--- config.mk ---
export PLATFORM = sky130hd
export DESIGN_NAME = host_regs
export DESIGN_NICKNAME = d
export VERILOG_FILES = /design/src/audio_pkg.sv /design/src/host_regs.sv
export SDC_FILE = /design/constraint.sdc
export NUM_CORES = 1
export LEC_CHECK = 0
export BUFFER_PORTS_ARGS = -buffer_cell sky130_fd_sc_hd__buf_2
export CAP_MARGIN = 10
export CORE_AREA = 2 2 69 71
export DETAILED_ROUTE_END_ITERATION = 7
export DIE_AREA = 0 0 71 73
export PLACE_DENSITY_LB_ADDON = 0.25
export SYNTH_ARGS = -nofsm -noshare
export SYNTH_HDL_FRONTEND = slang
export SYNTH_SLANG_ARGS = --single-unit
--- constraint.sdc ---
create_clock -name ck -period 2.28 [get_ports ck]
set_input_delay 0.456 -clock ck [delete_from_list [all_inputs] [get_ports ck]]
set_output_delay 0.456 -clock ck [all_outputs]
set_load 0.005 [all_outputs]
--- src/audio_pkg.sv ---
package audio_pkg;

    // Array geometry
    localparam int CHANNELS = 8;
    localparam int FRAMES = 256;
    localparam int SAMPLE_W = 16;

    // Index widths follow from the geometry
    localparam int CHAN_W = $clog2(CHANNELS);
    localparam int FRAME_W = $clog2(FRAMES);
    localparam int AUDIO_W = CHAN_W + FRAME_W;

    // Bit slots per I2S frame
    localparam int POSN_W = 6;

    typedef logic [CHAN_W-1:0] chan_t;
    typedef logic [FRAME_W-1:0] frame_t;

    // Channel in the upper bits, frame index in the lower bits
    typedef logic [AUDIO_W-1:0] audio_addr_t;

    typedef logic [SAMPLE_W-1:0] sample_t;
    typedef logic [POSN_W-1:0] posn_t;

    // Host bus
    typedef logic [31:0] word_t;
    typedef logic [7:0] cs_t;

    // Window offsets from the base chip-select byte
    localparam cs_t OFFSET_STATUS = 8'h02;
    localparam cs_t OFFSET_AUDIO = 8'h04;

    // Frame capture FSM
    typedef enum logic {
        IDLE,
        WRITE
    } capture_state_t;

endpackage

--- src/host_regs.sv ---
`timescale 1ns/1ps

module host_regs #(
    parameter audio_pkg::cs_t BASE_ADDR = 8'h60
) (
    input  logic                    ck,
    input  logic                    arst_n,
    input  logic                    bus_cyc,
    input  logic                    bus_we,
    input  audio_pkg::word_t        bus_adr,
    input  audio_pkg::word_t        bus_dat,
    input  audio_pkg::sample_t      ram_rdata,
    input  audio_pkg::frame_t       frame,
    input  audio_pkg::frame_t       capture_count,
    output logic                    ack,
    output audio_pkg::word_t        rdt,
    output audio_pkg::audio_addr_t  ram_raddr,
    output audio_pkg::audio_addr_t  host_addr,
    output logic                    host_we,
    output audio_pkg::sample_t      host_data,
    output logic                    host_mode,
    output audio_pkg::chan_t        left_sel,
    output audio_pkg::chan_t        right_sel
);

    localparam audio_pkg::cs_t CS_STATUS = audio_pkg::cs_t'(BASE_ADDR + audio_pkg::OFFSET_STATUS);
    localparam audio_pkg::cs_t CS_AUDIO = audio_pkg::cs_t'(BASE_ADDR + audio_pkg::OFFSET_AUDIO);

    audio_pkg::cs_t   cs;
    logic             status_hit;
    logic             audio_hit;
    logic             req;
    logic [1:0]       word_sel;
    logic [6:0]       ctrl_q;
    audio_pkg::word_t status_rdata;

    assign cs = bus_adr[31:24];
    assign status_hit = (cs == CS_STATUS);
    assign audio_hit = (cs == CS_AUDIO);
    assign word_sel = bus_adr[3:2];

    // First cycle of a decoded request, ack follows on the next
    assign req = bus_cyc && (status_hit || audio_hit) && !ack;

    always_ff @(posedge ck or negedge arst_n) begin
        if (!arst_n) begin
            ack <= 1'b0;
        end else begin
            ack <= req;
        end
    end

    // Control: bit 0 host mode, 3:1 left select, 6:4 right select
    always_ff @(posedge ck or negedge arst_n) begin
        if (!arst_n) begin
            ctrl_q <= '0;
        end else if (req && bus_we && status_hit && (word_sel == 2'd0)) begin
            ctrl_q <= bus_dat[6:0];
        end
    end

    assign host_mode = ctrl_q[0];
    assign left_sel = ctrl_q[3:1];
    assign right_sel = ctrl_q[6:4];

    // Audio window, address taken straight off the bus
    assign ram_raddr = bus_adr[12:2];
    assign host_addr = bus_adr[12:2];
    assign host_data = bus_dat[15:0];
    assign host_we = req && bus_we && audio_hit;

    always_comb begin
        case (word_sel)
            2'd0: status_rdata = {25'd0, ctrl_q};
            2'd1: status_rdata = {15'd0, host_mode, capture_count, frame};
            default: status_rdata = '0;
        endcase
    end

    always_comb begin
        rdt = '0;
        if (ack && !bus_we) begin
            if (audio_hit) begin
                rdt = {16'd0, ram_rdata};
            end else if (status_hit) begin
                rdt = status_rdata;
            end
        end
    end

endmodule

==> run_results.csv, run 1 <==
group,metric,value,unit
floorplan,initial_utilization,24.5,%
power_and_ir_drop,p_leak,0.820,nW
sta,slew_viol_final,0,
clock_tree,cts_buffer_depth,2,
worst_setup_path,critPathSlowestCell,"sky130_fd_sc_hd__or4b_4",
synth,synth_cells,127,
worst_setup_path,timing.critical_path.cells,"buf_6, or4b_4, or4b_4, buf_12, nor2_2, buf_2",
place,io_buffer_count,89,
final_layout,area_growth,30.0,%
global_routing,grt_start_max_net_pins,18,
power_and_ir_drop,cellPowerDensity,297,nW/um2
worst_setup_path,worstPathBufferInverterCount,3,
global_routing,grt_util_all_layers,11.2,%
synth,synth.ff_latch_count,8,
power_and_ir_drop,clock_power_share,38.6,%
final_layout,layout_commonest_cell,"sky130_fd_sc_hd__buf_2",
sta,highest_attainable_clock_frequency,0.398,GHz
sta,unrepaired_setup_endpoints_after_global_routing,"true",
power_and_ir_drop,sequential_group_share_of_total_power,33.5,%
power_and_ir_drop,sw_frac_of_total,25.3,%
clock_tree,cts.hold.buffers_added,0,
power_and_ir_drop,fin_total_pwr,0.429,mW
global_routing,grt_first_pass_wirelength,4460,um
synth,synth-edff-count,0,
clock_tree,number_of_buffers_created_by_cts,3,
sta,finClkSkew,1.19,ps
power_and_ir_drop,netSwitchingPower,0.109,mW
worst_setup_path,sort_of_element_at_the_start_of_the_critical_path,"primary input",
power_and_ir_drop,share_comb_of_total_power,27.9,%
run_status,failed_checks,"negative setup slack",
sta,setup_viol,17,
worst_setup_path,cp_slowest_stage_delay,580,ps
sta,final.setup.tns,-3680,ps
synth,synth.avg_cell_area,8.75,um2
synth,synth_flop_cell,"sky130_fd_sc_hd__dfrtp_1",
synth,ys.warnings.count,0,
synth,syn-cell-area,1110,um2
floorplan,top_level_ports,179,
worst_setup_path,arrival_time_at_the_worst_endpoint,2060,ps
sta,final-hold-violation-count,0,
final_layout,stdcell_area,1440,um2
detailed_routing,wl_per_cell,13.5,um
worst_setup_path,worst_path_most_repeated_cell,"sky130_fd_sc_hd__or4b_4",
sta,post_route_clock_period_utilization,110,%
detailed_routing,drt-pass1-iter-count,4,
clock_tree,insertion_delay_to_the_later_sink_of_the_worst_skew_pair,220,ps
floorplan,floorplan.die_area,5180,um2
clock_tree,clock_tree_from_tritoncts,"done",
place,globalplace.congestion,0.648,
global_routing,grt.overflow.total,0,
final_layout,final_cell_mix,"88 x sky130_fd_sc_hd__buf_2, 16 x sky130_fd_sc_hd__a22oi_1, 15 x sky130_fd_sc_hd__conb_1, 11 x sky130_fd_sc_hd__mux2_2, 10 x sky130_fd_sc_hd__nor2_2",
place,hpwl_after_detailed_placement,2500,um
clock_tree,clk_root_buffer_cell,"sky130_fd_sc_hd__clkbuf_8",
worst_setup_path,crit_required,1820,ps
worst_setup_path,crit_path_end_kind,"primary output",
detailed_routing,drc_errors,0,
sta,min_period,2510,ps
worst_hold_path,timing.hold.worst.class,"primary input to async pin",
detailed_routing,detailedRoute.firstIterationViolations,13,
floorplan,core,4540,um2
synth,yosysSeqAreaShare,18.0,%
power_and_ir_drop,internal-power,0.320,mW
detailed_routing,drtAntennaViolNets,0,
synth,synth_async_sr_flop_share,100,%
global_routing,grt_pass1_vias,941,
floorplan,die_h,73,um
clock_tree,numClockSinks,8,
detailed_routing,dr_total_vias,1030,
global_routing,antenna_found_initial,0,
job,cap_viol_max_count,0,
floorplan,row_count,25,
final_layout,layout-drive-gt1-share,72.7,%
final_layout,layout.nets,285,
worst_setup_path,critical-path-top-delay-family,"simple AND/OR/NAND/NOR gates",
detailed_routing,detail_route.vias_per_cell,4.35,
clock_tree,h-tree-depth,1,
sta,layout_setup_ws,-233,ps
place,dpl_cell_area,1280,um2
final_layout,n_antenna_cell,0,
worst_setup_path,critPathKind,"primary input to primary output",
run_status,outcome,"complete, but fails checks",
detailed_routing,wirelength_routed,3210,um
clock_tree,cts.clk_slew.worst_paths,40,ps
worst_setup_path,critical_path.max_fanout,9,
floorplan,chipWidth,71,um
synth,synth_cell_type_count,21,
power_and_ir_drop,max-vdd-ir-drop,244,uV
## routing by layer
layer / part of all wire (%) / vias to the layer above / track usage, %
li1: - / 478 / -
met1: 36 / 459 / 11.6
met2: 52 / 82 / 21.4
met3: 9.9 / 11 / 2.35
met4: 2.2 / 0 / 5.66
met5: 0 / - / 0
## final timing paths
check,startpoint,endpoint,slack (ps),cells past startpoint
worst max-delay path,bus_adr[28],rdt[11],-230,6
min in group ck,bus_dat[6],ctrl_q[6],480,2
worst max register to register,ack,ctrl_q[6],590,5
worst min-delay path,arst_n,ctrl_q[5],80,1
worst min register to register,ctrl_q[6],ctrl_q[6],530,1
max in group asynchronous,arst_n,ack,2030,1
## power groups by stage
stage	Combinational, mW	Sequential (mW)	Clock (mW)
final	0.120	0.144	0.165
after global routing	0.133	0.144	0.180
after CTS	0.118	0.144	0.170
after detailed placement	0.116	0.146	0
after global placement	0.115	0.146	0
after floorplan	0.115	0.146	0
## metrics by stage
step           setup WS [ps]  hold WS (ps)  util (%)  cells
2_1_floorplan          -81.5           160         -    141
3_3_place_gp            -321           313      28.3    230
3_5_place_dp            -306           317      28.3    230
4_1_cts                 -227          78.3      29.8    233
5_1_grt                 -258          84.9      31.8    237
6_report                -233          75.3      31.8    237
## cell type report
cell class | count | area, um2
clock buffers | 3 | 41.3
fillers | 489 | 3090
multi-input cells | 74 | 586
flip-flops and latches | 8 | 200
well taps | 54 | 67.6
repair buffers | 98 | 549
## synthesized netlist by cell type (2+ instances only)
cell type	number	area, um2
sky130_fd_sc_hd__buf_4	53	398
sky130_fd_sc_hd__nor2_1	17	63.8
sky130_fd_sc_hd__a22oi_1	16	120
sky130_fd_sc_hd__mux2_2	11	124
sky130_fd_sc_hd__dfrtp_1	8	200
sky130_fd_sc_hd__clkbuf_1	4	15.0
sky130_fd_sc_hd__mux2_4	3	45.0
sky130_fd_sc_hd__nand2b_1	2	12.5
## logic make-up after synthesis
group	count (synthesis)	share of synthesized area [%]
other	1	0.338
AO/OA/AOI/OAI	16	10.8
XOR/XNOR	1	0.788
buffers and inverters	59	38.6
multiplexers	14	15.2
flip-flops	8	18.0
AND/OR/NAND/NOR	28	16.2
## sequential cells by signal, summed over array words and instances (netlist names)
register,flops
ack,1
ctrl_q,7
## repair_timing
item                                   CTS  global route
resized for setup                        7            14
setup endpoints to repair               17            18
pin swaps                                0             1
buffers inserted                         0             3
gates cloned                             0             1
endpoints found under the hold margin    0             0
Power figures use the tool's default switching activity.
==> run 2, diff against run 1 <==
- GPL_TIMING_DRIVEN: default -> 0
- SKIP_LAST_GASP: default -> 1
==> run 2 against run 1 <==
Net effect:
- the run still ends with negative setup slack left
- worst setup slack improved by 34 ps
- worst hold slack got worse by 4.1 ps
- core utilization up 12 points
- non-clock buffer count grew 82
- clock skew is 0.57 ps lower
- power rose by 22%
- sequential cell count unchanged
- die area unchanged
- first-iteration DRC count grew 85%
- register-to-register slack lost 20 ps
- maximum frequency grew 1.4%
- critical path type unchanged
==> run_results.csv, run 2 (synthesis gave the netlist of run 1 again) <==
group,metric,value,unit
final_layout,n_antenna_cell,0,
worst_setup_path,timing.critical_path.cells,"buf_6, or4b_4, or4b_4, buf_6, nor2_2, buf_2",
detailed_routing,wirelength_routed,3610,um
worst_setup_path,sort_of_element_at_the_start_of_the_critical_path,"primary input",
place,hpwl_after_detailed_placement,3080,um
worst_setup_path,critical-path-top-delay-family,"simple AND/OR/NAND/NOR gates",
worst_setup_path,crit_path_end_kind,"primary output",
clock_tree,number_of_buffers_created_by_cts,3,
final_layout,largest_register,"ctrl_q",
final_layout,largest_reg_flops,7,
final_layout,layout.nets,367,
sta,finClkSkew,0.611,ps
global_routing,grt_use_met1,14.1,%
worst_setup_path,timing.rr.start,"ack",
floorplan,initial_utilization,24.5,%
sta,final.setup.tns,-3050,ps
global_routing,grt_pass1_vias,1164,
clock_tree,numClockSinks,8,
worst_setup_path,cp_slowest_stage_delay,600,ps
worst_setup_path,crit_required,1820,ps
global_routing,grt_first_pass_wirelength,5300,um
worst_setup_path,worstPathBufferInverterCount,3,
job,cap_viol_max_count,0,
place,dpl_ws,-399,ps
power_and_ir_drop,netSwitchingPower,0.130,mW
power_and_ir_drop,sequential_group_share_of_total_power,27.5,%
worst_setup_path,arrival_time_at_the_worst_endpoint,2020,ps
worst_setup_path,critical_path.max_fanout,5,
detailed_routing,drt-pass1-iter-count,4,
global_routing,grt_util_all_layers,13.0,%
final_layout,post-route-util,43.5,%
power_and_ir_drop,clock_power_share,31.6,%
floorplan,core,4540,um2
power_and_ir_drop,share_comb_of_total_power,40.9,%
power_and_ir_drop,sw_frac_of_total,24.9,%
worst_setup_path,reg2reg_to,"ctrl_q[6]",
sta,layout_setup_ws,-199,ps
sta,unrepaired_setup_endpoints_after_global_routing,"true",
run_status,outcome,"complete, but fails checks",
clock_tree,clock_tree_from_tritoncts,"done",
place,placedCellCount,310,
clock_tree,insertion_delay_to_the_later_sink_of_the_worst_skew_pair,220,ps
detailed_routing,detailedRoute.firstIterationViolations,24,
power_and_ir_drop,p_leak,1.18,nW
final_layout,final_cell_mix,"114 x sky130_fd_sc_hd__buf_2, 58 x sky130_fd_sc_hd__buf_4, 16 x sky130_fd_sc_hd__a22oi_1, 15 x sky130_fd_sc_hd__conb_1, 11 x sky130_fd_sc_hd__mux2_2",
final_layout,layout_commonest_cell,"sky130_fd_sc_hd__buf_2",
clock_tree,h-tree-depth,1,
floorplan,top_level_ports,179,
detailed_routing,dr_total_vias,1301,
detailed_routing,detail_route.vias_per_cell,4.08,
final_layout,layout-drive-gt1-share,79.2,%
floorplan,chipWidth,71,um
sta,highest_attainable_clock_frequency,0.403,GHz
floorplan,die_h,73,um
place,globalplace.congestion,0.672,
run_status,failed_checks,"negative setup slack",
clock_tree,cts_buffer_depth,2,
global_routing,grt.overflow.total,0,
global_routing,grt_start_max_net_pins,11,
detailed_routing,drc_errors,0,
final_layout,largestRegisters,"ctrl_q: 7 flops, ack: 1 flops",
global_routing,grt_util_met3,2.62,%
worst_setup_path,rr_worst_depth,5,
detailed_routing,wl_per_cell,11.3,um
final_layout,final_cells,319,
worst_hold_path,timing.hold.worst.class,"primary input to async pin",
sta,min_period,2480,ps
global_routing,global_route.usage.met2,25.2,%
worst_setup_path,critPathSlowestCell,"sky130_fd_sc_hd__or4b_4",
worst_setup_path,critPathKind,"primary input to primary output",
sta,setup_viol,17,
sta,final-hold-violation-count,0,
detailed_routing,drtAntennaViolNets,0,
power_and_ir_drop,internal-power,0.393,mW
sta,slew_viol_final,0,
floorplan,row_count,25,
floorplan,floorplan.die_area,5180,um2
power_and_ir_drop,max-vdd-ir-drop,174,uV
sta,post_route_clock_period_utilization,109,%
global_routing,gr-max-usage-layer,"met2",
final_layout,area_growth,77.6,%
power_and_ir_drop,fin_total_pwr,0.524,mW
place,io_buffer_count,115,
global_routing,antenna_found_initial,0,
clock_tree,clk_root_buffer_cell,"sky130_fd_sc_hd__clkbuf_8",
worst_setup_path,regToRegSetupSlack,570,ps
power_and_ir_drop,cellPowerDensity,265,nW/um2
clock_tree,cts.clk_slew.worst_paths,40,ps
[run 2: area by class of cell]
type,count,area (um2)
clock buffer,3,41.3
buffer,58,425
fill,464,2560
timing repair buffer,122,642
multi-input combinational,74,597
sequential,8,200
tap,54,67.6
[run 2: what timing repair did]
item / in CTS / in global routing
gates resized for setup: 10 / 16
hold buffers: 0 / 0
endpoints found under the setup margin: 17 / 18
pin swaps: 17 / 3
gates cloned: 1 / 0
setup buffers: 2 / 4
[run 2: per-stage QoR]
step                hold slack [ps]  cell area [um2]
detailed placement              316             1810
floorplan                       160             1160
finish                         71.2             1970
global placement                311             1810
CTS                            72.8             1910
global route                   81.0             1970
[run 2: worst max path at each step]
stage | start | end | slack (ps) | cells after the start
2_1_floorplan | bus_adr[28] | rdt[10] | -80 | 5
3_3_place_gp | bus_adr[28] | rdt[12] | -380 | 7
3_5_place_dp | bus_adr[28] | rdt[9] | -400 | 7
4_1_cts | bus_adr[27] | rdt[7] | -280 | 7
5_1_grt | bus_adr[27] | rdt[13] | -280 | 6
6_report | bus_adr[27] | rdt[12] | -200 | 6
[run 2: worst register-to-register path: stages (launching register included)]
cell and delay (ps):
sky130_fd_sc_hd__dfrtp_1 370, sky130_fd_sc_hd__nand2b_1 190, sky130_fd_sc_hd__nor4_4 310, sky130_fd_sc_hd__buf_4 170, sky130_fd_sc_hd__nand4b_4 210, sky130_fd_sc_hd__mux2_4 350
[run 2: layer usage]
| metal | up-vias | routed length, um |
|---|---|---|
| li1 | 642 | - |
| met1 | 558 | 1270 |
| met2 | 99 | 1920 |
| met3 | 2 | 411 |
| met4 | 0 | 16 |
| met5 | - | 0 |
[run 2: power groups by stage]
stage	Combinational, mW	Sequential (mW)	Clock [mW]
floorplan	0.115	0.146	0
global placement	0.203	0.146	0
detailed placement	0.205	0.146	0
CTS	0.209	0.144	0.172
global route	0.235	0.144	0.179
finish	0.214	0.144	0.166
==> run 3, diff against run 2 <==
- CELL_PAD_IN_SITES_DETAIL_PLACEMENT: default -> 0
- CELL_PAD_IN_SITES_GLOBAL_PLACEMENT: default -> 2
- CORE_AREA: 2 2 69 71 -> 2 2 104 106
- DIE_AREA: 0 0 71 73 -> 0 0 106 108
- SETUP_SLACK_MARGIN: default -> 0.3
==> run 3 against run 2 <==
Net effect:
- the flow still finishes with violations (negative setup slack)
- worst hold slack gained 1.8 ps
- via count shrank 1.5%
- maximum frequency shrank 3.0%
- core utilization shrank 22 points
- highest routed layer unchanged
- sequential share of layout area shrank 0.91 points
- register-to-register slack is essentially flat
- combinational power is essentially flat
- first-iteration DRC count grew 67%
==> run_results.csv, run 3 (synthesis gave the netlist of run 1 again) <==
group,metric,value,unit
detailed_routing,wl_per_cell,10.9,um
detailed_routing,detailedRoute.firstIterationViolations,40,
detailed_routing,dr_total_vias,1282,
worst_setup_path,rr_worst_depth,5,
clock_tree,cts_buffer_depth,2,
global_routing,grt_util_all_layers,7.35,%
sta,slew_viol_final,0,
final_layout,layout-drive-gt1-share,81.3,%
clock_tree,clock_tree_from_tritoncts,"done",
power_and_ir_drop,p_leak,1.20,nW
floorplan,die_h,108,um
final_layout,area_growth,95.2,%
worst_setup_path,critPathKind,"primary input to primary output",
final_layout,n_antenna_cell,0,
floorplan,core,10200,um2
detailed_routing,drt-pass1-iter-count,4,
final_layout,layout.nets,369,
place,hpwl_after_detailed_placement,3550,um
sta,final.setup.tns,-4330,ps
worst_setup_path,crit_path_end_kind,"primary output",
detailed_routing,detail_route.vias_per_cell,3.18,
job,cap_viol_max_count,0,
clock_tree,number_of_buffers_created_by_cts,3,
run_status,failed_checks,"negative setup slack",
detailed_routing,drc_errors,0,
sta,final-hold-violation-count,0,
worst_setup_path,critical_path.max_fanout,7,
global_routing,grt_start_max_net_pins,11,
worst_setup_path,crit_required,1820,ps
sta,min_period,2560,ps
worst_setup_path,arrival_time_at_the_worst_endpoint,2100,ps
global_routing,grt.overflow.total,0,
power_and_ir_drop,max-vdd-ir-drop,105,uV
final_layout,largest_register,"ctrl_q",
sta,highest_attainable_clock_frequency,0.391,GHz
place,io_buffer_count,115,
sta,setup_viol,18,
clock_tree,cts.clk_slew.worst_paths,50,ps
floorplan,chipWidth,106,um
floorplan,floorplan.die_area,11400,um2
detailed_routing,wirelength_routed,4390,um
place,globalplace.congestion,0.605,
run_status,outcome,"complete, but fails checks",
final_layout,layout_commonest_cell,"sky130_fd_sc_hd__buf_2",
sta,layout_setup_ws,-276,ps
place,dpl_ws,-483,ps
clock_tree,clk_root_buffer_cell,"sky130_fd_sc_hd__clkbuf_8",
final_layout,largestRegisters,"ctrl_q: 7 flops, ack: 1 flops",
clock_tree,cts.hold.buffers_added,0,
sta,post_route_clock_period_utilization,112,%
worst_setup_path,sort_of_element_at_the_start_of_the_critical_path,"primary input",
sta,finClkSkew,7.51,ps
floorplan,row_count,37,
worst_setup_path,regToRegSetupSlack,570,ps
clock_tree,insertion_delay_to_the_later_sink_of_the_worst_skew_pair,230,ps
floorplan,top_level_ports,179,
power_and_ir_drop,cellPowerDensity,248,nW/um2
final_layout,final_cell_mix,"112 x sky130_fd_sc_hd__buf_2, 58 x sky130_fd_sc_hd__buf_4, 16 x sky130_fd_sc_hd__a22oi_1, 15 x sky130_fd_sc_hd__conb_1, 11 x sky130_fd_sc_hd__mux2_2",
clock_tree,numClockSinks,8,
global_routing,antenna_found_initial,0,
final_layout,largest_reg_flops,7,
sta,unrepaired_setup_endpoints_after_global_routing,"true",
clock_tree,h-tree-depth,1,
detailed_routing,drtAntennaViolNets,0,
worst_hold_path,timing.hold.worst.class,"primary input to async pin",
global_routing,grt_pass1_vias,1213,
global_routing,grt_first_pass_wirelength,6440,um
floorplan,initial_utilization,10.9,%
## run 3: changes by cell type in the layout (fill, tap and decap cells not counted)
cell,before,now
sky130_fd_sc_hd__nor2_1,6,3
sky130_fd_sc_hd__nor2_4,5,8
sky130_fd_sc_hd__buf_2,114,112
sky130_fd_sc_hd__buf_8,0,2
sky130_fd_sc_hd__clkbuf_1,3,1
sky130_fd_sc_hd__clkbuf_2,1,3
sky130_fd_sc_hd__buf_12,0,1
sky130_fd_sc_hd__buf_16,0,1
## run 3: where the power goes
| part | switching, mW | internal, mW |
|---|---|---|
| combinational | 0.0807 | 0.136 |
| sequential | 0.000532 | 0.143 |
| clock | 0.0632 | 0.115 |
| total | 0.144 | 0.394 |
## run 3: worst paths after layout
check	from	end
worst min register to register	ctrl_q[6]	ctrl_q[6]
worst min-delay path	arst_n	ctrl_q[3]
min in group ck	bus_dat[4]	ctrl_q[4]
worst max-delay path	bus_adr[27]	rdt[4]
max in group asynchronous	arst_n	ctrl_q[0]
worst max register to register	ack	ctrl_q[6]
## run 3: through the flow
step	cells	cell area [um2]	power (mW)	utilization [%]	hold slack, ps
finish	403	2170	0.538	21.2	73.0
CTS	401	2060	0.551	20.2	81.4
detailed placement	392	1910	0.354	18.7	339
global placement	392	1910	0.353	18.7	333
floorplan	141	1160	0.261	-	160
global route	403	2170	0.584	21.2	85.3
## run 3: critical path, cell delays in order
cell and delay, ps:
sky130_fd_sc_hd__buf_6 90, sky130_fd_sc_hd__or4b_4 530, sky130_fd_sc_hd__or4b_4 530, sky130_fd_sc_hd__buf_8 150
sky130_fd_sc_hd__buf_12 150, sky130_fd_sc_hd__nor2_4 80, sky130_fd_sc_hd__buf_2 120
## run 3: routing by layer
| layer | track usage, % | wire length (um) | vias up | share of wire (%) |
|---|---|---|---|---|
| li1 | - | - | 644 | - |
| met1 | 8.45 | 1720 | 553 | 39 |
| met2 | 13.5 | 2210 | 81 | 50 |
| met3 | 2.35 | 439 | 4 | 10 |
| met4 | 1.41 | 23 | 0 | 0.52 |
| met5 | 0 | 0 | - | 0 |
## run 3: cell type report
type | count | area, um2
tap | 136 | 170
sequential | 8 | 200
timing repair buffer | 123 | 691
clock buffer | 3 | 41.3
fill | 1150 | 8060
multi-input combinational | 74 | 619
buffer | 59 | 447
## run 3: what timing repair did
item                                    CTS  global route
gates resized for setup                  14            27
hold endpoints to repair                  0             0
pin swaps                                22             4
gates cloned                              1             0
endpoints found under the setup margin   21            25
buffers inserted                          5             2
